**config.mk**
```make
export PLATFORM = sky130hd
export DESIGN_NAME = pwl_sqrt_top
export DESIGN_NICKNAME = d
export VERILOG_FILES = /design/src/verilog/pwl_pkg.sv /design/src/verilog/pwl_sqrt_top.sv /design/src/verilog/pwl_seg_tx.sv /design/src/verilog/pwl_sqrt_seg.sv /design/src/verilog/pwl_isqrt.sv /design/src/verilog/pwl_seg_rx.sv
export SDC_FILE = /design/constraint.sdc
export NUM_CORES = 1
export LEC_CHECK = 0
export ABC_AREA = 1
export BUFFER_PORTS_ARGS = -buffer_cell sky130_fd_sc_hd__clkbuf_2
export CAP_MARGIN = 5
export CORE_MARGIN = 2
export CORE_UTILIZATION = 45
export DETAILED_ROUTE_END_ITERATION = 8
export PLACE_DENSITY = 0.61
export SETUP_SLACK_MARGIN = 0.02
export SLEW_MARGIN = 20
export SYNTH_ARGS = -nofsm -noshare
export SYNTH_HDL_FRONTEND = slang
export SYNTH_SLANG_ARGS = --single-unit
```
**constraint.sdc**
```tcl
create_clock -name clk -period 16.6 [get_ports clk]
set_input_delay 0.83 -clock clk [delete_from_list [all_inputs] [get_ports clk]]
set_output_delay 0.83 -clock clk [all_outputs]
set_load 0.01 [all_outputs]
```
**src/verilog/pwl_pkg.sv**
```systemverilog
/*
  shared widths, sizes and the FSM state enum for the PWL square-root stage
  other files reach these by pwl_pkg:: scoped names
*/
package pwl_pkg;

  // segment field widths
  localparam int A_W   = 24; // start value a, unsigned
  localparam int B_W   = 16; // slope per tick, signed
  localparam int LEN_W = 16; // segment length in ticks
  localparam int U_W   = 32; // radicand
  localparam int Y_W   = 16; // root value
  localparam int T_W   = 32; // absolute tick time

  // input fifo and credits
  localparam int RX_DEPTH = 4;                      // also upstream credits after reset
  localparam int RX_PTR_W = $clog2(RX_DEPTH);
  localparam int RX_CNT_W = $clog2(RX_DEPTH + 1);
  localparam int TX_CREDITS = 2;                    // downstream credits after reset
  localparam int TXC_W    = $clog2(TX_CREDITS + 1);

  // piece length rule
  localparam int TOL_SHIFT = 2;  // error tolerance shift
  localparam int K_MAX     = 10; // largest step exponent
  localparam int K_W       = $clog2(K_MAX + 1);

  // isqrt sequencing
  localparam int ISQRT_ITER = U_W / 2;         // two radicand bits per cycle
  localparam int ISQRT_CYC  = ISQRT_ITER + 1;  // start to done
  localparam int SQ_CNT_W   = $clog2(ISQRT_CYC + 1);

  // processing FSM
  typedef enum logic [2:0] {
    S_IDLE,  // wait for fifo head
    S_ROOT0, // root of start radicand
    S_PIECE, // pick piece length, eval end radicand
    S_ROOT1, // root of end radicand
    S_EMIT   // hold piece until tx takes it
  } seg_state_e;

endpackage
```
**src/verilog/pwl_sqrt_top.sv**
```systemverilog
/*
  top level of the PWL square-root stage
  credit-based segment input, sqrt processing, credit-based segment output
*/
`timescale 1ns/100ps

module pwl_sqrt_top (
  input  logic                            clk,
  input  logic                            rst_n,
  input  logic                            in_valid,
  input  logic [pwl_pkg::A_W-1:0]         in_a,
  input  logic signed [pwl_pkg::B_W-1:0]  in_b,
  input  logic [pwl_pkg::LEN_W-1:0]       in_len,
  output logic                            in_credit,
  output logic                            out_valid,
  output logic [pwl_pkg::T_W-1:0]         out_t,
  output logic [pwl_pkg::LEN_W-1:0]       out_len,
  output logic [pwl_pkg::Y_W-1:0]         out_y0,
  output logic [pwl_pkg::Y_W-1:0]         out_y1,
  input  logic                            out_credit
);

  // fifo head to processing
  logic                           rx_valid;
  logic [pwl_pkg::A_W-1:0]        rx_a;
  logic signed [pwl_pkg::B_W-1:0] rx_b;
  logic [pwl_pkg::LEN_W-1:0]      rx_len;
  logic                           rx_pop;

  // pieces to output side
  logic                       pc_valid;
  logic [pwl_pkg::T_W-1:0]    pc_t;
  logic [pwl_pkg::LEN_W-1:0]  pc_len;
  logic [pwl_pkg::Y_W-1:0]    pc_y0;
  logic [pwl_pkg::Y_W-1:0]    pc_y1;
  logic                       pc_ready;

  pwl_seg_rx i_rx (
    .clk(clk), .rst_n(rst_n),
    .in_valid(in_valid), .in_a(in_a), .in_b(in_b), .in_len(in_len), .in_credit(in_credit),
    .rx_valid(rx_valid), .rx_a(rx_a), .rx_b(rx_b), .rx_len(rx_len), .rx_pop(rx_pop)
  );

  pwl_sqrt_seg i_seg (
    .clk(clk), .rst_n(rst_n),
    .rx_valid(rx_valid), .rx_a(rx_a), .rx_b(rx_b), .rx_len(rx_len), .rx_pop(rx_pop),
    .pc_valid(pc_valid), .pc_t(pc_t), .pc_len(pc_len),
    .pc_y0(pc_y0), .pc_y1(pc_y1), .pc_ready(pc_ready)
  );

  pwl_seg_tx i_tx (
    .clk(clk), .rst_n(rst_n),
    .pc_valid(pc_valid), .pc_t(pc_t), .pc_len(pc_len),
    .pc_y0(pc_y0), .pc_y1(pc_y1), .pc_ready(pc_ready),
    .out_valid(out_valid), .out_t(out_t), .out_len(out_len),
    .out_y0(out_y0), .out_y1(out_y1), .out_credit(out_credit)
  );

endmodule

```
**src/verilog/pwl_seg_tx.sv**
```systemverilog
/*
  output side; one output register and a credit counter toward downstream
  a piece is sent when the register is full and a credit is left
*/
`timescale 1ns/100ps

module pwl_seg_tx (
  input  logic                       clk,
  input  logic                       rst_n,
  input  logic                       pc_valid,
  input  logic [pwl_pkg::T_W-1:0]    pc_t,
  input  logic [pwl_pkg::LEN_W-1:0]  pc_len,
  input  logic [pwl_pkg::Y_W-1:0]    pc_y0,
  input  logic [pwl_pkg::Y_W-1:0]    pc_y1,
  output logic                       pc_ready,
  output logic                       out_valid,
  output logic [pwl_pkg::T_W-1:0]    out_t,
  output logic [pwl_pkg::LEN_W-1:0]  out_len,
  output logic [pwl_pkg::Y_W-1:0]    out_y0,
  output logic [pwl_pkg::Y_W-1:0]    out_y1,
  input  logic                       out_credit  // one credit per pulse
);

  logic                       full;  // output register holds a piece
  logic [pwl_pkg::TXC_W-1:0]  cnt;   // downstream credits held
  logic                       load;

  assign pc_ready  = !full;
  assign load      = pc_valid && pc_ready;
  assign out_valid = full && (cnt != '0); // full clears on send, so one cycle

  always_ff @(posedge clk) begin
    if (!rst_n) begin
      full <= 1'b0;
      cnt  <= pwl_pkg::TXC_W'(pwl_pkg::TX_CREDITS);
    end else begin
      if (load) begin
        full <= 1'b1;
      end else if (out_valid) begin
        full <= 1'b0;
      end
      if (out_credit && !out_valid) begin
        cnt <= cnt + 1'b1;
      end else if (!out_credit && out_valid) begin
        cnt <= cnt - 1'b1;   // spend one
      end
    end
  end

  // output register
  always_ff @(posedge clk) begin
    if (load) begin
      out_t   <= pc_t;
      out_len <= pc_len;
      out_y0  <= pc_y0;
      out_y1  <= pc_y1;
    end
  end

  // downstream never returns more than it was given
  a_credit_max: assert property (@(posedge clk) disable iff (!rst_n)
    cnt <= pwl_pkg::TX_CREDITS);

endmodule

```
**src/verilog/pwl_sqrt_seg.sv**
```systemverilog
/*
  processing part; splits each input segment into pieces sized by the square-root
  curvature and emits start time, length, start root and end root per piece
*/
`timescale 1ns/100ps

module pwl_sqrt_seg (
  input  logic                            clk,
  input  logic                            rst_n,
  input  logic                            rx_valid,
  input  logic [pwl_pkg::A_W-1:0]         rx_a,
  input  logic signed [pwl_pkg::B_W-1:0]  rx_b,
  input  logic [pwl_pkg::LEN_W-1:0]       rx_len,
  output logic                            rx_pop,
  output logic                            pc_valid,
  output logic [pwl_pkg::T_W-1:0]         pc_t,   // absolute tick counter
  output logic [pwl_pkg::LEN_W-1:0]       pc_len,
  output logic [pwl_pkg::Y_W-1:0]         pc_y0,
  output logic [pwl_pkg::Y_W-1:0]         pc_y1,
  input  logic                            pc_ready
);

  pwl_pkg::seg_state_e state;

  logic [pwl_pkg::A_W-1:0]        seg_a;
  logic signed [pwl_pkg::B_W-1:0] seg_b;
  logic [pwl_pkg::LEN_W-1:0]      seg_left; // ticks not yet covered
  logic [pwl_pkg::LEN_W-1:0]      off;      // offset of piece start in segment
  logic [pwl_pkg::U_W-1:0]        u_cur;    // radicand at piece start

  logic                      sq_start;
  logic [pwl_pkg::U_W-1:0]   sq_arg;     // also holds the end radicand of the piece
  logic                      sq_done;
  logic [pwl_pkg::Y_W-1:0]   sq_root;

  logic [pwl_pkg::K_W-1:0]   k_sel;
  logic [pwl_pkg::LEN_W-1:0] step;
  logic [pwl_pkg::LEN_W-1:0] plen;
  logic [pwl_pkg::U_W-1:0]   u_end;
  logic                      xfer;

  // k = clamp((msb(u) >> 1) - TOL_SHIFT, 0, K_MAX)
  function automatic logic [pwl_pkg::K_W-1:0] step_k(input logic [pwl_pkg::U_W-1:0] u);
    int msb;
    int k;
    msb = 0;                 // zero radicand counts as msb 0
    for (int i = 0; i < pwl_pkg::U_W; i++) begin
      if (u[i]) msb = i;
    end
    k = (msb >> 1) - pwl_pkg::TOL_SHIFT;
    if (k < 0) k = 0;
    if (k > pwl_pkg::K_MAX) k = pwl_pkg::K_MAX;
    return pwl_pkg::K_W'(k);
  endfunction

  // a + b*off, negative clamps to zero
  function automatic logic [pwl_pkg::U_W-1:0] radicand(
    input logic [pwl_pkg::A_W-1:0]        a,
    input logic signed [pwl_pkg::B_W-1:0] b,
    input logic [pwl_pkg::LEN_W-1:0]      t
  );
    logic signed [pwl_pkg::U_W+1:0] acc;
    acc = $signed({{(pwl_pkg::U_W + 2 - pwl_pkg::A_W){1'b0}}, a}) + b * $signed({1'b0, t});
    if (acc < 0) return '0;
    return acc[pwl_pkg::U_W-1:0]; // max a + b*t stays below 2^32
  endfunction

  assign k_sel = step_k(u_cur);
  assign step  = pwl_pkg::LEN_W'(1) << k_sel;
  assign plen  = (step < seg_left) ? step : seg_left; // clip to ticks left
  assign u_end = radicand(seg_a, seg_b, off + plen);

  assign pc_valid = (state == pwl_pkg::S_EMIT);
  assign xfer     = pc_valid && pc_ready;
  assign rx_pop   = xfer && (seg_left == pc_len); // last piece of the segment

  pwl_isqrt i_isqrt (
    .clk      (clk),
    .rst_n    (rst_n),
    .sq_start (sq_start),
    .sq_arg   (sq_arg),
    .sq_done  (sq_done),
    .sq_root  (sq_root)
  );

  // FSM and time counter
  always_ff @(posedge clk) begin
    if (!rst_n) begin
      state    <= pwl_pkg::S_IDLE;
      pc_t     <= '0;
      sq_start <= 1'b0;
    end else begin
      sq_start <= 1'b0;
      case (state)
        pwl_pkg::S_IDLE: if (rx_valid) begin
          sq_start <= 1'b1;          // root of a
          state    <= pwl_pkg::S_ROOT0;
        end
        pwl_pkg::S_ROOT0: if (sq_done) state <= pwl_pkg::S_PIECE;
        pwl_pkg::S_PIECE: begin
          sq_start <= 1'b1;          // root of end radicand
          state    <= pwl_pkg::S_ROOT1;
        end
        pwl_pkg::S_ROOT1: if (sq_done) state <= pwl_pkg::S_EMIT;
        pwl_pkg::S_EMIT: if (xfer) begin
          pc_t  <= pc_t + pwl_pkg::T_W'(pc_len);
          state <= rx_pop ? pwl_pkg::S_IDLE : pwl_pkg::S_PIECE;
        end
        default: state <= pwl_pkg::S_IDLE;
      endcase
    end
  end

  // segment and piece payload
  always_ff @(posedge clk) begin
    case (state)
      pwl_pkg::S_IDLE: if (rx_valid) begin
        seg_a    <= rx_a;
        seg_b    <= rx_b;
        seg_left <= rx_len;
        off      <= '0;
        u_cur    <= pwl_pkg::U_W'(rx_a);  // offset 0 is never negative
        sq_arg   <= pwl_pkg::U_W'(rx_a);
      end
      pwl_pkg::S_ROOT0: if (sq_done) pc_y0 <= sq_root;
      pwl_pkg::S_PIECE: begin
        pc_len <= plen;
        sq_arg <= u_end;
      end
      pwl_pkg::S_ROOT1: if (sq_done) pc_y1 <= sq_root;
      pwl_pkg::S_EMIT: if (xfer) begin
        off      <= off + pc_len;
        seg_left <= seg_left - pc_len;
        u_cur    <= sq_arg;   // end of this piece starts the next
        pc_y0    <= pc_y1;
      end
      default: ;
    endcase
  end

  a_piece_nonzero: assert property (@(posedge clk) disable iff (!rst_n)
    pc_valid |-> (pc_len != '0));

endmodule

```
**src/verilog/pwl_isqrt.sv**
```systemverilog
/*
  restoring digit-by-digit integer square root, floor(sqrt(sq_arg))
  pulse sq_start once; sq_done pulses ISQRT_CYC cycles later with sq_root valid
*/
`timescale 1ns/100ps

module pwl_isqrt (
  input  logic                     clk,
  input  logic                     rst_n,
  input  logic                     sq_start,
  input  logic [pwl_pkg::U_W-1:0]  sq_arg,
  output logic                     sq_done,
  output logic [pwl_pkg::Y_W-1:0]  sq_root
);

  logic [pwl_pkg::SQ_CNT_W-1:0] cnt;    // digits left, 0 idle
  logic [pwl_pkg::U_W-1:0]      arg;    // radicand bits still to shift in
  logic [pwl_pkg::Y_W+3:0]      rem;    // partial remainder
  logic [pwl_pkg::Y_W-1:0]      root;   // partial root
  logic [pwl_pkg::Y_W+3:0]      rem_sh; // remainder with next two bits
  logic [pwl_pkg::Y_W+3:0]      trial;  // 4*root + 1

  assign rem_sh  = {rem[pwl_pkg::Y_W+1:0], arg[pwl_pkg::U_W-1 -: 2]};
  assign trial   = {2'b00, root, 2'b01};
  assign sq_root = root;

  // sequencing
  always_ff @(posedge clk) begin
    if (!rst_n) begin
      cnt     <= '0;
      sq_done <= 1'b0;
    end else begin
      sq_done <= 1'b0;
      if (sq_start) begin
        cnt <= pwl_pkg::SQ_CNT_W'(pwl_pkg::ISQRT_ITER);
      end else if (cnt != 0) begin
        cnt     <= cnt - 1'b1;
        sq_done <= (cnt == 1); // last digit lands with done
      end
    end
  end

  // one root digit per cycle
  always_ff @(posedge clk) begin
    if (sq_start) begin
      arg  <= sq_arg;
      rem  <= '0;
      root <= '0;
    end else if (cnt != 0) begin
      arg <= arg << 2;
      if (rem_sh >= trial) begin
        rem  <= rem_sh - trial;  // digit is 1
        root <= {root[pwl_pkg::Y_W-2:0], 1'b1};
      end else begin
        rem  <= rem_sh;          // restore, digit is 0
        root <= {root[pwl_pkg::Y_W-2:0], 1'b0};
      end
    end
  end

  // fixed latency that the processing FSM relies on
  a_fixed_latency: assert property (@(posedge clk) disable iff (!rst_n)
    sq_start |-> ##(pwl_pkg::ISQRT_CYC) sq_done);

endmodule

```
**src/verilog/pwl_seg_rx.sv**
```systemverilog
/*
  input side of the stage; holds up to RX_DEPTH segments from upstream
  and hands one credit back for every entry that the processing part pops
*/
`timescale 1ns/100ps

module pwl_seg_rx (
  input  logic                            clk,
  input  logic                            rst_n,
  input  logic                            in_valid,  // one cycle per segment
  input  logic [pwl_pkg::A_W-1:0]         in_a,
  input  logic signed [pwl_pkg::B_W-1:0]  in_b,
  input  logic [pwl_pkg::LEN_W-1:0]       in_len,
  output logic                            in_credit, // one pulse per freed entry
  output logic                            rx_valid,
  output logic [pwl_pkg::A_W-1:0]         rx_a,
  output logic signed [pwl_pkg::B_W-1:0]  rx_b,
  output logic [pwl_pkg::LEN_W-1:0]       rx_len,
  input  logic                            rx_pop
);

  // entry storage
  logic [pwl_pkg::A_W-1:0]        mem_a   [pwl_pkg::RX_DEPTH];
  logic signed [pwl_pkg::B_W-1:0] mem_b   [pwl_pkg::RX_DEPTH];
  logic [pwl_pkg::LEN_W-1:0]      mem_len [pwl_pkg::RX_DEPTH];

  logic [pwl_pkg::RX_PTR_W-1:0] wr_ptr;
  logic [pwl_pkg::RX_PTR_W-1:0] rd_ptr;
  logic [pwl_pkg::RX_CNT_W-1:0] count;   // entries held

  assign rx_valid = (count != '0);
  assign rx_a     = mem_a[rd_ptr];   // head shows right after the push edge
  assign rx_b     = mem_b[rd_ptr];
  assign rx_len   = mem_len[rd_ptr];

  always_ff @(posedge clk) begin
    if (!rst_n) begin
      wr_ptr    <= '0;
      rd_ptr    <= '0;
      count     <= '0;
      in_credit <= 1'b0;
    end else begin
      in_credit <= rx_pop; // credit back one cycle after the pop
      if (in_valid) wr_ptr <= wr_ptr + 1'b1; // depth is a power of two, wraps
      if (rx_pop) rd_ptr <= rd_ptr + 1'b1;
      if (in_valid && !rx_pop) begin
        count <= count + 1'b1;
      end else if (!in_valid && rx_pop) begin
        count <= count - 1'b1;
      end
    end
  end

  // payload write, no reset needed
  always_ff @(posedge clk) begin
    if (in_valid) begin
      mem_a[wr_ptr]   <= in_a;
      mem_b[wr_ptr]   <= in_b;
      mem_len[wr_ptr] <= in_len;
    end
  end

  // sender spends credits, so a full fifo never sees a push
  a_no_push_full: assert property (@(posedge clk) disable iff (!rst_n)
    in_valid |-> (count != pwl_pkg::RX_DEPTH));

  // processing side pops only a valid head
  a_no_pop_empty: assert property (@(posedge clk) disable iff (!rst_n)
    rx_pop |-> rx_valid);

  a_len_nonzero: assert property (@(posedge clk) disable iff (!rst_n)
    in_valid |-> (in_len != '0));

endmodule

```
======== After elaboration in Yosys (flattened, before gate mapping) ========
Memory sizes are Yosys's and may differ from the RTL's. A register that Yosys moved wholly into a read port is not among the register bits.
Index checks and enable logic that the tools add are counted.
W data, S select, Z words.
cells by class
  $add $sub $neg .......................... 14
  multipliers ............................. 1
  $lt $le $gt $ge ......................... 5
  equality and inequality tests ........... 10
  shifts and indexed selects .............. 1
  muxes and demuxes ....................... 76
  bitwise logic cells ..................... 2
  reduce and logical (&&, ||, !) cells .... 32
operator list
  cell                     count
  $mux W32                 37
  $pmux W32 S2             2
  $mux W16                 7
  $pmux W16 S2             3
  $add A25 B34 Y34         1
  $lt A34 B1 Y1 const B    1
  $mul A16 B17 Y33         1
  $add A16 B16 Y16         2
  $add A32 B16 Y32         1
  $gt A32 B5 Y1 const B    1
  $lt A32 B1 Y1 const B    1
  $sub A31 B2 Y32 const B  1
  $ge A20 B18 Y1           1
  $mux W18                 1
  $mux W3                  6
  $sub A18 B18 Y18         1
  $eq A16 B16 Y1           1
  $lt A16 B16 Y1           1
  $reduce_bool A2 Y1       8
  $shl A1 B4 Y16 const A   1
  $sub A16 B16 Y16         1
  $pmux W3 S5              1
  $mux W2                  7
  $mux W5                  2
  24 further kinds         52
word-level totals
  bits in registers ....................... 367
  bits in writable memories ............... 224
  input bits .............................. 60
  memories kept ........................... 3
memories
  memory        words  width  read ports  clocked after memory_dff  write ports  line              text
  i_rx.mem_a    4      24     1           1                         1            pwl_seg_rx.sv:23  logic [pwl_pkg::A_W-1:0] mem_a [pwl_pkg::RX_DEPTH];
  i_rx.mem_b    4      16     1           1                         1            pwl_seg_rx.sv:24  logic signed [pwl_pkg::B_W-1:0] mem_b [pwl_pkg::RX_DEPTH];
  i_rx.mem_len  4      16     1           1                         1            pwl_seg_rx.sv:25  logic [pwl_pkg::LEN_W-1:0] mem_len [pwl_pkg::RX_DEPTH];

======== Longest topological paths before layout ========
Gate-level depths: netlist of run 1.
  depth after elaboration ................. 46
  mapped depth ............................ 92
  mapped depth without buffers ............ 90

======== By module ========
Synthesis of run 1 repeated with hierarchy kept, for this count alone.
unflattened totals
  cells, all modules ...................... 3616
  area total of the unflattened synthesis .. 36735.2 um2
modules (own cells, without submodules)
  module        times used  cells an instance  area an instance (um2)  seq. area each (um2)
  pwl_sqrt_seg  1           2332               20865.0                 6185.9
  pwl_seg_rx    1           603                9130.0                  6926.6
  pwl_isqrt     1           578                4177.8                  1761.7
  pwl_seg_tx    1           103                2562.5                  2462.4

======== Worst setup path after synthesis of run 1 ========
OpenSTA, ideal clock, no wires.
  path type ............................... register to register
  start ................................... register i_seg.u_cur[10] in the netlist's numbering
  end ..................................... register i_seg.sq_arg[15] in the netlist's numbering (data pin)
  library setup time ...................... 131 ps
  arrival time ............................ 11962 ps
  data required time ...................... 16469 ps
  setup slack ............................. 4507 ps
  stages on the path, launching flop included .. 80
  path buffers ............................ 2
  period minus slack after synthesis ...... 12093 ps
  path through ............................ edfxtp_1 nor2_1 nand3_1 a31oi_1 o21bai_1 nand3_1 inv_1 ha_1 inv_1 nor3_1 nand2_1 a21oi_1 nor2_1 nand3_1 inv_1 ha_1 nand2_1 inv_1 (+44 left out) o221ai_1 a21oi_1 o21ai_1 nand2_1 nand2_1 nand2_1 nand2_1 nand3_1 nand2_1 nand3_1 nand2_1 nand2_2 nor2_2 nand2_2 nand2_4 buf_6 nand3_1 nand2_1
between the ends
  word-level cells in the longest chain between the ends .. 37
RTL lines
  what                        line                 text
  start, declared             pwl_sqrt_seg.sv:29   logic [pwl_pkg::U_W-1:0] u_cur;
  start signal, assigned      pwl_sqrt_seg.sv:122  u_cur <= pwl_pkg::U_W'(rx_a);
  start signal, assigned      pwl_sqrt_seg.sv:134  u_cur <= sq_arg;
  $mux W32 (*) (22 in a row)  pwl_sqrt_seg.sv:48   if (u[i]) msb = i;
  $sub A31 B2 Y32 (*)         pwl_sqrt_seg.sv:50   k = (msb >> 1) - pwl_pkg::TOL_SHIFT;
  $lt A32 B1 Y1               pwl_sqrt_seg.sv:51   if (k < 0) k = 0;
  $mux W32 (*)                pwl_sqrt_seg.sv:51
  $gt A32 B5 Y1               pwl_sqrt_seg.sv:52   if (k > pwl_pkg::K_MAX) k = pwl_pkg::K_MAX;
  $mux W4 (*)                 pwl_sqrt_seg.sv:52
  $shl A1 B4 Y16 (*)          pwl_sqrt_seg.sv:69   assign step = pwl_pkg::LEN_W'(1) << k_sel;
  $lt A16 B16 Y1              pwl_sqrt_seg.sv:70   assign plen = (step < seg_left) ? step : seg_left;
  $mux W16 (*)                pwl_sqrt_seg.sv:70
  net i_seg.plen (one bit)    pwl_sqrt_seg.sv:38   logic [pwl_pkg::LEN_W-1:0] plen;
  $add A16 B16 Y16 (*)        pwl_sqrt_seg.sv:71   assign u_end = radicand(seg_a, seg_b, off + plen);
  $mul A16 B17 Y33 (*)        pwl_sqrt_seg.sv:63   acc = $signed({{(pwl_pkg::U_W + 2 - pwl_pkg::A_W){1'b0}}, a}) + b * $signed({1'b0, t});
  $add A25 B34 Y34 (*)        pwl_sqrt_seg.sv:63
  $lt A34 B1 Y1               pwl_sqrt_seg.sv:64   if (acc < 0) return '0;
  $mux W1                     pwl_sqrt_seg.sv:64
  $mux W32 (*)                pwl_sqrt_seg.sv:65   return acc[pwl_pkg::U_W-1:0];
  $pmux W32 S2 (*)            pwl_sqrt_seg.sv:116  case (state)
  end signal, assigned        pwl_sqrt_seg.sv:123  sq_arg <= pwl_pkg::U_W'(rx_a);
  end signal, assigned        pwl_sqrt_seg.sv:128  sq_arg <= u_end;
  end, declared               pwl_sqrt_seg.sv:32   logic [pwl_pkg::U_W-1:0] sq_arg;
Mark *: on every way through the listed nets, which the timed path passes. The rest lies on a longest branch.
A chain may end at the register's enable or synchronous reset.

======== Worst setup path after layout of run 1 ========
  start ................................... register i_seg.u_cur[29] in the netlist's numbering
  end ..................................... register i_seg.sq_arg[30] in the netlist's numbering (data pin)
between the ends
  word-level cells in the longest chain between the ends .. 18
RTL lines
  what                       line
  $mux W32 (*) (3 in a row)  pwl_sqrt_seg.sv:48
  $sub A31 B2 Y32 (*)        pwl_sqrt_seg.sv:50
  $lt A32 B1 Y1              pwl_sqrt_seg.sv:51
  $mux W32 (*)               pwl_sqrt_seg.sv:51
  $gt A32 B5 Y1              pwl_sqrt_seg.sv:52
  $mux W4 (*)                pwl_sqrt_seg.sv:52
  $shl A1 B4 Y16 (*)         pwl_sqrt_seg.sv:69
  $lt A16 B16 Y1             pwl_sqrt_seg.sv:70
  $mux W16 (*)               pwl_sqrt_seg.sv:70
  net i_seg.plen (one bit)   pwl_sqrt_seg.sv:38
  $add A16 B16 Y16 (*)       pwl_sqrt_seg.sv:71
  $mul A16 B17 Y33 (*)       pwl_sqrt_seg.sv:63
  $add A25 B34 Y34 (*)       pwl_sqrt_seg.sv:63
  $lt A34 B1 Y1              pwl_sqrt_seg.sv:64
  $mux W1                    pwl_sqrt_seg.sv:64
  $mux W32 (*)               pwl_sqrt_seg.sv:65
  $pmux W32 S2 (*)           pwl_sqrt_seg.sv:116
Marks and branches as above.

==> impl_metrics.json, run 1 <==
{
  "run_status": "finished, final reports clean",
  "synthesis_warnings": 0,
  "crit_type": "reg -> reg",
  "cts_root_buf": "sky130_fd_sc_hd__clkbuf_16",
  "endpoint_kind": "flop",
  "syn_to_final_growth_pct": 11.2,
  "cts-buffers-inserted": 66,
  "critPathRequiredTime_ps": 17040,
  "ys_seq_elements": 607,
  "r2r_endpoint": "i_seg.sq_arg[30]",
  "timing.critical_path.depth": 74,
  "synth.cell_area_um2": 36300,
  "worstRegToRegCells": 74,
  "die_y_um": 288,
  "worst_slack_ps": 2340,
  "antenna-diode-count": 0,
  "crit_top_cell": "sky130_fd_sc_hd__nand2_1",
  "grt_antenna_before_repair": 3,
  "top_level_ports": 142,
  "cts.repair_timing.setup_buffer_count": 0,
  "hold_end": "i_tx.out_y0[11]",
  "holdBufCountCts": 0,
  "drt_first_pass_iters": 6,
  "final.fill_count": 7521,
  "min_period_over_period_pct": 85.9,
  "slew-limit-headroom_pct": 33.9,
  "maxClockFrequency_mhz": 70.1,
  "min_from": "i_seg.pc_y0[11]",
  "worst-path-max-fanout": 25,
  "hpwlAfterDp_mm": 65.8,
  "grt_setup_unrepaired": "no",
  "postSynthCellCount": 3665,
  "synth_enable_flop_cells": 518,
  "ys_dominant_reg_cell": "sky130_fd_sc_hd__edfxtp_1",
  "clk-insertion-delay-late_ps": 600,
  "chipWidth_um": 288,
  "cts.clk_slew.worst_paths_ps": 60,
  "number_of_violations_of_the_max_capacitance_limit": 0,
  "finalMaxSlewViolations": 0,
  "crit_family": "simple AND/OR/NAND/NOR gates",
  "setup-tns-final_ps": 0,
  "cts-root-to-sink-buffers": 3,
  "tritoncts_num_sinks": 607,
  "critPathSlowestCell": "sky130_fd_sc_hd__a2111oi_0",
  "largest_net_degree_at_the_start_of_global_routing": 73,
  "share_of_async_settable_or_async_resettable_flops_after_synthesis_pct": 0,
  "postCtsResizedCells": 0,
  "whs_path_depth": 0,
  "syn_area_per_cell_um2": 9.90,
  "cts_tree": "yes",
  "synthesis.nets": 4176,
  "route.vias.total": 25267,
  "fin_nets": 4301,
  "pre_cts_slack_ps": 2550,
  "timing.final.hold_violations": 0,
  "drive_above_1_share_pct": 8.49,
  "ys_types": 59,
  "initial_utilization_pct": 45.2,
  "fin_crit_ps": 14260,
  "sequential_cell_area_um2": 17300,
  "timing.critical_path.buf_inv": 10,
  "tightestPinTransition_ps": 991,
  "hold_class": "reg -> reg",
  "grt_util_all_layers_pct": 22.0,
  "fp.coreArea_um2": 80200,
  "overflow": 0,
  "finalWirelength_mm": 89.7,
  "first_iter_violations": 1842,
  "die-area_um2": 82900,
  "post_drt_via_cell_ratio": 5.16,
  "gp_congestion": 0.899,
  "wl_per_cell_um": 18.3,
  "worst_r2r_startpoint": "i_seg.u_cur[29]",
  "timing.critical_path.from_type": "flop",
  "drtAntennaViolNets": 0,
  "h_tree_depth": 3,
  "via_count_of_the_first_global_routing_pass": 24980,
  "grt_pass1_wl_mm": 141,
  "placementRows": 104,
  "fin_skew_ps": 24.8,
  "setup_viol": 0,
  "layout.core_utilization_pct": 50.3,
  "critPathMaxStageDelay_ps": 670,
  "synth_sequential_area_ratio_pct": 47.8,
  "crit_arrival_ps": 14690,
  "footprint_of_the_multi_input_gates_um2": 16400,
  "worst-r2r-setup-slack_ps": 2340,
  "port-buffer-count": 141,
  "route.detailed.drc": 0
}
## registers in the layout, indices dropped and copies added (netlist names), 18 cells and up, named ones only
signal	flops
i_rx.mem_a	96
i_rx.mem_b	64
i_rx.mem_len	64
i_seg.i_isqrt.arg	32
i_seg.pc_t	32
i_seg.sq_arg	32
i_tx.out_t	32
i_seg.u_cur	30
i_seg.seg_a	24
i_seg.i_isqrt.rem	18
## worst max path at each step
| stage | to | slack [ps] | start |
|---|---|---|---|
| 2_1_floorplan | i_seg.sq_arg[15] | 4510 | i_seg.u_cur[10] |
| 3_3_place_gp | i_seg.sq_arg[30] | 2820 | i_seg.u_cur[9] |
| 3_5_place_dp | i_seg.sq_arg[24] | 2550 | i_seg.u_cur[29] |
| 4_1_cts | i_seg.sq_arg[30] | 2460 | i_seg.u_cur[10] |
| 5_1_grt | i_seg.sq_arg[30] | 1260 | i_seg.u_cur[10] |
| 6_report | i_seg.sq_arg[30] | 2340 | i_seg.u_cur[29] |
## worst register-to-register path: cells and delay by family (launching register included)
family / cells / cell delay, ps
compound gates: 14 / 2380
xor+xnor: 1 / 170
fa+ha+maj: 11 / 4550
buf+inv: 10 / 1120
flops: 1 / 350
simple gates: 38 / 5530
## synthesized netlist by cell type (3+ instances only)
cell type                  number  share of area [%]
sky130_fd_sc_hd__inv_1        571                5.9
sky130_fd_sc_hd__a221oi_1       6               0.14
sky130_fd_sc_hd__o221ai_1       8               0.19
sky130_fd_sc_hd__a21oi_2        4              0.097
sky130_fd_sc_hd__a211oi_1       8               0.17
sky130_fd_sc_hd__o22ai_1       49               0.85
sky130_fd_sc_hd__clkinv_1       7              0.072
sky130_fd_sc_hd__o21ai_0      220                3.0
sky130_fd_sc_hd__nor3b_1        3              0.062
sky130_fd_sc_hd__nand4_1       13               0.22
sky130_fd_sc_hd__ha_1         251                8.7
sky130_fd_sc_hd__edfxtp_1     518                 43
sky130_fd_sc_hd__o21a_1         7               0.14
sky130_fd_sc_hd__a21boi_1       3              0.062
sky130_fd_sc_hd__nand2_1      723                7.5
sky130_fd_sc_hd__o31ai_1        3              0.062
sky130_fd_sc_hd__nand2_2        9               0.16
sky130_fd_sc_hd__inv_2          5              0.052
sky130_fd_sc_hd__nand3_1      113                1.6
sky130_fd_sc_hd__xnor2_1       41               0.99
sky130_fd_sc_hd__a21oi_1      194                2.7
sky130_fd_sc_hd__o21bai_1      20               0.41
sky130_fd_sc_hd__buf_1          5              0.052
sky130_fd_sc_hd__a31oi_1       11               0.19
sky130_fd_sc_hd__buf_2          4              0.055
sky130_fd_sc_hd__xor2_1        65                1.6
sky130_fd_sc_hd__nand3_2        3              0.083
sky130_fd_sc_hd__fa_1         200                 11
sky130_fd_sc_hd__o21ai_1        9               0.12
sky130_fd_sc_hd__dfxtp_1       89                4.9
sky130_fd_sc_hd__o211ai_1       4              0.083
sky130_fd_sc_hd__or2_2         11               0.19
sky130_fd_sc_hd__nor2_2         4              0.069
sky130_fd_sc_hd__nor2_1       318                3.3
sky130_fd_sc_hd__nor3_1        30               0.41
sky130_fd_sc_hd__a21o_1         6               0.12
sky130_fd_sc_hd__clkbuf_1     100                1.0
## per-stage QoR
stage | cell area, µm² | hold slack (ps) | instances
3_5_place_dp | 38100 | 405 | 4782
4_1_cts | 40300 | 418 | 4901
2_1_floorplan | 36300 | 400 | 3665
6_report | 40300 | 420 | 4901
3_3_place_gp | 38100 | 405 | 4782
5_1_grt | 40300 | 429 | 4901
## kinds of logic (layout without fill, tap and decap cells)
kind of cell	Yosys count	after routing	synth area share (%)
AO/OA/AOI/OAI	569	569	8.85
XOR/XNOR	109	109	2.69
adder cells (fa/ha/maj)	451	451	19.7
buffers and inverters	694	870	7.25
flip-flops	607	607	47.8
AND/OR/NAND/NOR	1235	1235	13.7
## cell type report
| cell class | count | area share [%] |
|---|---|---|
| Timing Repair Buffer | 168 | 2.25 |
| Clock inverter | 33 | 0.937 |
| Inverter | 583 | 5.43 |
| Tap cell | 1060 | 3.29 |
| Clock buffer | 86 | 4.54 |
| Multi-Input combinational cell | 2364 | 40.6 |
| Sequential cell | 607 | 43.0 |
## cell usage in the layout, fill, tap and decap left out, types with 6 or more instances in the layout
cell / Yosys / final
sky130_fd_sc_hd__o221ai_1: 8 / 8
sky130_fd_sc_hd__nand2_2: 9 / 11
sky130_fd_sc_hd__inv_1: 571 / 566
sky130_fd_sc_hd__clkbuf_16: 0 / 69
sky130_fd_sc_hd__o21bai_1: 20 / 20
sky130_fd_sc_hd__inv_2: 5 / 9
sky130_fd_sc_hd__a21o_1: 6 / 6
sky130_fd_sc_hd__o22ai_1: 49 / 49
sky130_fd_sc_hd__or2_2: 11 / 11
sky130_fd_sc_hd__buf_4: 0 / 27
sky130_fd_sc_hd__xor2_1: 65 / 65
sky130_fd_sc_hd__clkinv_1: 7 / 17
sky130_fd_sc_hd__nor2_1: 318 / 315
sky130_fd_sc_hd__nand2_1: 723 / 721
sky130_fd_sc_hd__dfxtp_1: 89 / 88
sky130_fd_sc_hd__ha_1: 251 / 251
sky130_fd_sc_hd__a31oi_1: 11 / 11
sky130_fd_sc_hd__clkbuf_2: 0 / 141
sky130_fd_sc_hd__a21oi_1: 194 / 194
sky130_fd_sc_hd__o21a_1: 7 / 7
sky130_fd_sc_hd__a211oi_1: 8 / 8
sky130_fd_sc_hd__fa_1: 200 / 200
sky130_fd_sc_hd__o21ai_0: 220 / 220
sky130_fd_sc_hd__o21ai_1: 9 / 9
sky130_fd_sc_hd__xnor2_1: 41 / 40
sky130_fd_sc_hd__nor3_1: 30 / 30
sky130_fd_sc_hd__nand3_1: 113 / 113
sky130_fd_sc_hd__clkinv_2: 0 / 10
sky130_fd_sc_hd__nand4_1: 13 / 13
sky130_fd_sc_hd__a221oi_1: 6 / 6
sky130_fd_sc_hd__clkbuf_1: 100 / 13
sky130_fd_sc_hd__edfxtp_1: 518 / 518
sky130_fd_sc_hd__bufinv_16: 0 / 7
## metal layers
layer | part of all wire, % | vias up | track usage, %
met5 | 0 | - | 0
met4 | 1.9 | 0 | 5.49
met3 | 6.0 | 102 | 3.30
met2 | 46 | 654 | 34.8
met1 | 46 | 12184 | 31.7
li1 | - | 12327 | -
Power of run 1 is left out: the tool's default activity adds up to more than one toggle a clock period on the data nets, which glitch-free logic cannot reach.
==> run 2: changes to the inputs <==
--- a/config.mk
+++ b/config.mk
@@ -5,7 +5,6 @@
 export SDC_FILE = /design/constraint.sdc
 export NUM_CORES = 1
 export LEC_CHECK = 0
-export ABC_AREA = 1
 export BUFFER_PORTS_ARGS = -buffer_cell sky130_fd_sc_hd__clkbuf_2
 export CAP_MARGIN = 5
 export CORE_MARGIN = 2
==> impl_metrics.json, run 2 <==
{
  "run_status": "finished, final reports clean",
  "grt_pass1_wl_mm": 138,
  "crit_arrival_ps": 15580,
  "place_inst": 4302,
  "initial_utilization_pct": 45.5,
  "critPathSlowestCell": "sky130_fd_sc_hd__fa_1",
  "placementRows": 104,
  "critPathMaxStageDelay_ps": 590,
  "r2r_endpoint": "i_seg.sq_arg[0]",
  "synth_top_cells_by_area": "sky130_fd_sc_hd__edfxtp_1, sky130_fd_sc_hd__fa_1, sky130_fd_sc_hd__ha_1, sky130_fd_sc_hd__dfxtp_1, sky130_fd_sc_hd__inv_1",
  "hold_class": "reg -> reg",
  "synth.cell_area_um2": 36800,
  "clk-insertion-delay-late_ps": 620,
  "cts.repair_timing.setup_buffer_count": 0,
  "ys_dominant_reg_cell": "sky130_fd_sc_hd__edfxtp_1",
  "endpoint_kind": "flop",
  "synth_sequential_area_ratio_pct": 47.1,
  "hold_end": "i_tx.out_y0[12]",
  "synth_largest_area_cell": "sky130_fd_sc_hd__edfxtp_1",
  "drt_first_pass_iters": 5,
  "drive_above_1_share_pct": 13.3,
  "cts_root_buf": "sky130_fd_sc_hd__clkbuf_16",
  "yosys-top-cells-count": "sky130_fd_sc_hd__edfxtp_1, sky130_fd_sc_hd__inv_1, sky130_fd_sc_hd__nand2_1, sky130_fd_sc_hd__ha_1, sky130_fd_sc_hd__fa_1",
  "die-area_um2": 84100,
  "crit_top_cell": "sky130_fd_sc_hd__o21ai_0",
  "whs_path_depth": 0,
  "layout.cells.most_common": "sky130_fd_sc_hd__edfxtp_1",
  "gp_congestion": 0.905,
  "largest_net_degree_at_the_start_of_global_routing": 75,
  "finalWirelength_mm": 85.7,
  "min_from": "i_seg.pc_y0[12]",
  "grt_setup_unrepaired": "no",
  "synth_simple_gate_area_share_pct": 11.9,
  "tightestPinTransition_ps": 1000,
  "timing.critical_path.buf_inv": 7,
  "share_of_async_settable_or_async_resettable_flops_after_synthesis_pct": 0,
  "first_iter_violations": 1621,
  "h_tree_depth": 3,
  "die_y_um": 290,
  "synthesis.nets": 3677,
  "cts-buffers-inserted": 66,
  "min_period_over_period_pct": 91.8,
  "synth_compound_area_share_pct": 8.71,
  "grt_antenna_before_repair": 1,
  "largest_register_ffs": 96,
  "most-common-layout-cells": "sky130_fd_sc_hd__edfxtp_1, sky130_fd_sc_hd__inv_1, sky130_fd_sc_hd__nand2_1, sky130_fd_sc_hd__ha_1, sky130_fd_sc_hd__fa_1",
  "worst-r2r-setup-slack_ps": 1360,
  "fp.coreArea_um2": 80800,
  "top_level_ports": 142,
  "ys_types": 76,
  "fin_skew_ps": 21.3,
  "post_synthesis_share_of_cell_area_spent_on_full_adders_half_adders_and_majority_gates_pct": 19.4,
  "ys_seq_elements": 607,
  "syn_area_per_cell_um2": 11.6,
  "overflow": 0,
  "route.detailed.drc": 0,
  "holdBufCountCts": 0,
  "synth_largest_type_area_fraction_pct": 42.3,
  "yosys.area_share.xor_xnor_pct": 2.80,
  "final.fill_count": 7095,
  "cts-root-to-sink-buffers": 3,
  "cts.clk_slew.worst_paths_ps": 60,
  "grt_util_all_layers_pct": 20.7,
  "route.vias.total": 24096,
  "setup-tns-final_ps": 0,
  "critPathRequiredTime_ps": 16940,
  "number_of_violations_of_the_max_capacitance_limit": 0,
  "tritoncts_num_sinks": 607,
  "final_cells": 4424,
  "slew-limit-headroom_pct": 33.3,
  "post_drt_via_cell_ratio": 5.45,
  "setup_viol": 0,
  "hpwlAfterDp_mm": 64.2,
  "synthMostInstantiatedCell": "sky130_fd_sc_hd__edfxtp_1",
  "synthesis_warnings": 0,
  "worst_hold_slack_ps": 418,
  "timing.critical_path.from_type": "flop",
  "fin_crit_ps": 15240,
  "crit_type": "reg -> reg",
  "via_count_of_the_first_global_routing_pass": 25019,
  "cts_tree": "yes",
  "maxClockFrequency_mhz": 65.6,
  "chipWidth_um": 290,
  "postCtsResizedCells": 0,
  "largest_register": "i_rx.mem_a",
  "drtAntennaViolNets": 0,
  "finalMaxSlewViolations": 0,
  "crit_family": "compound AO/OA/AOI/OAI gates",
  "worst_r2r_startpoint": "i_seg.u_cur[9]",
  "port-buffer-count": 141,
  "synth_enable_flop_cells": 518,
  "syn_to_final_growth_pct": 11.6,
  "postSynthCellCount": 3166,
  "antenna-diode-count": 0,
  "timing.final.hold_violations": 0,
  "synth_mux_area_share_pct": 5.19,
  "largest_family_of_logic_cells_by_synthesized_area": "adder cells",
  "top_regs": "i_rx.mem_a x96, i_rx.mem_b x64, i_rx.mem_len x64",
  "fin_nets": 3821,
  "worstRegToRegCells": 60,
  "wl_per_cell_um": 19.4,
  "worst-path-max-fanout": 24
}
## run 2: cell types whose count changed in the layout (fill, tap and decap cells not counted), sizes merged, moves of 56 or more
cell   before  now
a21oi     199  125
and2        0  121
inv       580  377
mux4        0   56
nand2     733  368
nand3     116   40
nor2      322  177
o21ai     232  106
## run 2: cells by family after synthesis
kind of cell    after synthesis
simple gates                928
flops                       607
buf+inv                     476
compound gates              473
fa+ha+maj                   451
xor+xnor                    116
mux                         115
## run 2: worst max path at each step
stage / from / endpoint / slack (ps) / depth (start not counted)
CTS: i_seg.u_cur[9] / i_seg.sq_arg[4] / 1220 / 60
floorplan: i_seg.u_cur[10] / i_seg.sq_arg[15] / 2490 / 63
detailed placement: i_seg.u_cur[9] / i_seg.sq_arg[4] / 1280 / 60
finish: i_seg.u_cur[9] / i_seg.sq_arg[0] / 1360 / 60
global route: i_seg.u_cur[10] / i_seg.sq_arg[1] / 140 / 63
global placement: i_seg.u_cur[10] / i_seg.sq_arg[1] / 1500 / 60
## run 2: final cells by class
cell class | count | area (µm²) | share of cell area (%)
timing repair buffer | 179 | 991 | 2.41
multi-input combinational | 2083 | 17700 | 43.2
inverter | 373 | 1400 | 3.42
sequential | 607 | 17300 | 42.2
tap | 1060 | 1330 | 3.23
clock buffer | 76 | 1720 | 4.19
clock inverter | 46 | 568 | 1.38
## run 2: layer usage
| metal | vias to the layer above | global-route usage (%) | routed length, µm |
|---|---|---|---|
| met5 | - | 0 | 0 |
| met4 | 0 | 5.64 | 1850 |
| met3 | 113 | 2.96 | 4390 |
| met2 | 622 | 35.0 | 41300 |
| met1 | 11997 | 28.1 | 38200 |
| li1 | 11364 | - | - |
## run 2: metrics by stage
stage	util (%)	instance area [µm²]	setup slack [ps]
after CTS	50.8	41100	1220
final	50.8	41100	1360
after global routing	50.8	41100	135
after detailed placement	48.0	38800	1280
after floorplan	-	36800	2490
after global placement	48.0	38800	1500
Power of run 2 is left out for the same reason.
==> run 3: changes to the inputs <==
--- a/config.mk
+++ b/config.mk
@@ -7,7 +7,7 @@
 export LEC_CHECK = 0
 export BUFFER_PORTS_ARGS = -buffer_cell sky130_fd_sc_hd__clkbuf_2
 export CAP_MARGIN = 5
-export CORE_MARGIN = 2
+export CORE_MARGIN = 1.5
 export CORE_UTILIZATION = 45
 export DETAILED_ROUTE_END_ITERATION = 8
 export PLACE_DENSITY = 0.61
==> impl_metrics.json, run 3 (synthesis results as in run 2) <==
{
  "min_period_over_period_pct": 93.3,
  "grt_most_used_layer": "met2",
  "layout.core_utilization_pct": 50.8,
  "fp.coreArea_um2": 80700,
  "via_count_of_the_first_global_routing_pass": 24982,
  "groute.layer.met1.usage_pct": 29.4,
  "setup-tns-final_ps": 0,
  "largest_net_degree_at_the_start_of_global_routing": 68,
  "gp_congestion": 0.910,
  "grt_antenna_before_repair": 1,
  "antenna-diode-count": 0,
  "grt_util_all_layers_pct": 21.4,
  "most-common-layout-cells": "sky130_fd_sc_hd__edfxtp_1, sky130_fd_sc_hd__inv_1, sky130_fd_sc_hd__nand2_1, sky130_fd_sc_hd__ha_1, sky130_fd_sc_hd__fa_1",
  "grt_util_met3_pct": 2.71,
  "cts.repair_timing.setup_buffer_count": 0,
  "critPathRequiredTime_ps": 16910,
  "maxClockFrequency_mhz": 64.6,
  "cts_root_buf": "sky130_fd_sc_hd__clkbuf_16",
  "critPathMaxStageDelay_ps": 590,
  "cts_tree": "yes",
  "syn_to_final_growth_pct": 11.5,
  "wl_per_cell_um": 19.7,
  "number_of_violations_of_the_max_capacitance_limit": 0,
  "tightestPinTransition_ps": 1080,
  "fin_skew_ps": 26.3,
  "crit_type": "reg -> reg",
  "critPathSlowestCell": "sky130_fd_sc_hd__fa_1",
  "layout.cells.most_common": "sky130_fd_sc_hd__edfxtp_1",
  "die_y_um": 289,
  "fin_nets": 3823,
  "overflow": 0,
  "setup_viol": 0,
  "failed_checks": "design-rule violations",
  "top_regs": "i_rx.mem_a x96, i_rx.mem_b x64, i_rx.mem_len x64",
  "timing.final.hold_violations": 0,
  "cts-buffers-inserted": 69,
  "placementRows": 104,
  "placed_cell_area_um2": 38800,
  "post_drt_via_cell_ratio": 5.41,
  "largest_register_ffs": 96,
  "hpwlAfterDp_mm": 64.4,
  "place_inst": 4301,
  "crit_top_cell": "sky130_fd_sc_hd__o21ai_0",
  "port-buffer-count": 141,
  "crit_family": "adder cells",
  "tritoncts_num_sinks": 607,
  "route.detailed.drc": 8,
  "h_tree_depth": 3,
  "final_area_um2": 41000,
  "final_cells": 4426,
  "initial_utilization_pct": 45.6,
  "drive_above_1_share_pct": 13.5,
  "top_level_ports": 142,
  "grt_setup_unrepaired": "no",
  "chipWidth_um": 289,
  "run_status": "finished with violations",
  "largest_register": "i_rx.mem_a",
  "finalMaxSlewViolations": 0,
  "hold_class": "reg -> reg",
  "timing.critical_path.from_type": "flop",
  "endpoint_kind": "flop",
  "drtAntennaViolNets": 0,
  "crit_arrival_ps": 15790,
  "finalWirelength_mm": 87.0,
  "drt_first_pass_iters": 9,
  "cts.clk_slew.worst_paths_ps": 60,
  "fin_crit_ps": 15480,
  "timing.critical_path.buf_inv": 7,
  "clk-insertion-delay-late_ps": 620,
  "die-area_um2": 83500,
  "first_iter_violations": 1463,
  "grt_pass1_wl_mm": 139,
  "route.vias.total": 23937,
  "cts-root-to-sink-buffers": 3,
  "worst-path-max-fanout": 24,
  "grtUsageMet2_pct": 35.7,
  "slew-limit-headroom_pct": 27.8
}
==> run 3: changes by cell type in the layout (fill, tap and decap cells not counted), sizes merged <==
cell and delta:
inv +2, bufinv -5, clkinv -4, buf -1, clkinvlp +3, clkbuf +7
==> run 3: final cells by class <==
class | count | area [µm²]
clock buffers | 83 | 1810
inverters | 373 | 1400
flip-flops and latches | 607 | 17300
fillers | 7113 | 39700
clock inverters | 42 | 407
repair buffers | 178 | 987
well taps | 1060 | 1330
multi-input cells | 2083 | 17700
==> run 3: worst reg2reg max path: cells and delay by family, from the launching register on <==
| family | cells | cell delay (ps) |
|---|---|---|
| xor gates and xnor gates | 1 | 450 |
| and+or+nand+nor | 17 | 3520 |
| buffers and inverters | 7 | 1110 |
| adders and majority gates | 12 | 4990 |
| DFF | 1 | 350 |
| AOI/OAI and AO/OA | 23 | 4730 |
==> run 3: metal layers <==
layer / wire (µm) / part of all wire, % / up-vias
met2: 41500 / 48 / 561
met3: 3970 / 4.6 / 107
met5: 0 / 0 / -
met1: 39800 / 46 / 11917
met4: 1800 / 2.1 / 0
li1: - / - / 11352
==> run 3: path summary, 6_finish.rpt <==
check,from,to,slack (ps),cells past startpoint
max,i_seg.u_cur[30],i_seg.sq_arg[2],1120,60
min,i_seg.pc_y0[1],i_tx.out_y0[1],420,0
max reg2reg,i_seg.u_cur[30],i_seg.sq_arg[2],1120,60
min reg2reg,i_seg.pc_y0[1],i_tx.out_y0[1],420,0
==> run 3: what timing repair did <==
item                                    4_1_cts  5_1_grt
endpoints found under the setup margin        0       32
hold buffers                                  0        0
resized for setup                             0        3
==> run 3: metrics by stage <==
| stage | setup WS (ps) | hold slack [ps] |
|---|---|---|
| floorplan | 2490 | 400 |
| global placement | 1250 | 404 |
| detailed placement | 973 | 406 |
| CTS | 936 | 396 |
| global route | 76.4 | 412 |
| finish | 1120 | 418 |
Power of run 3 is left out for the same reason.
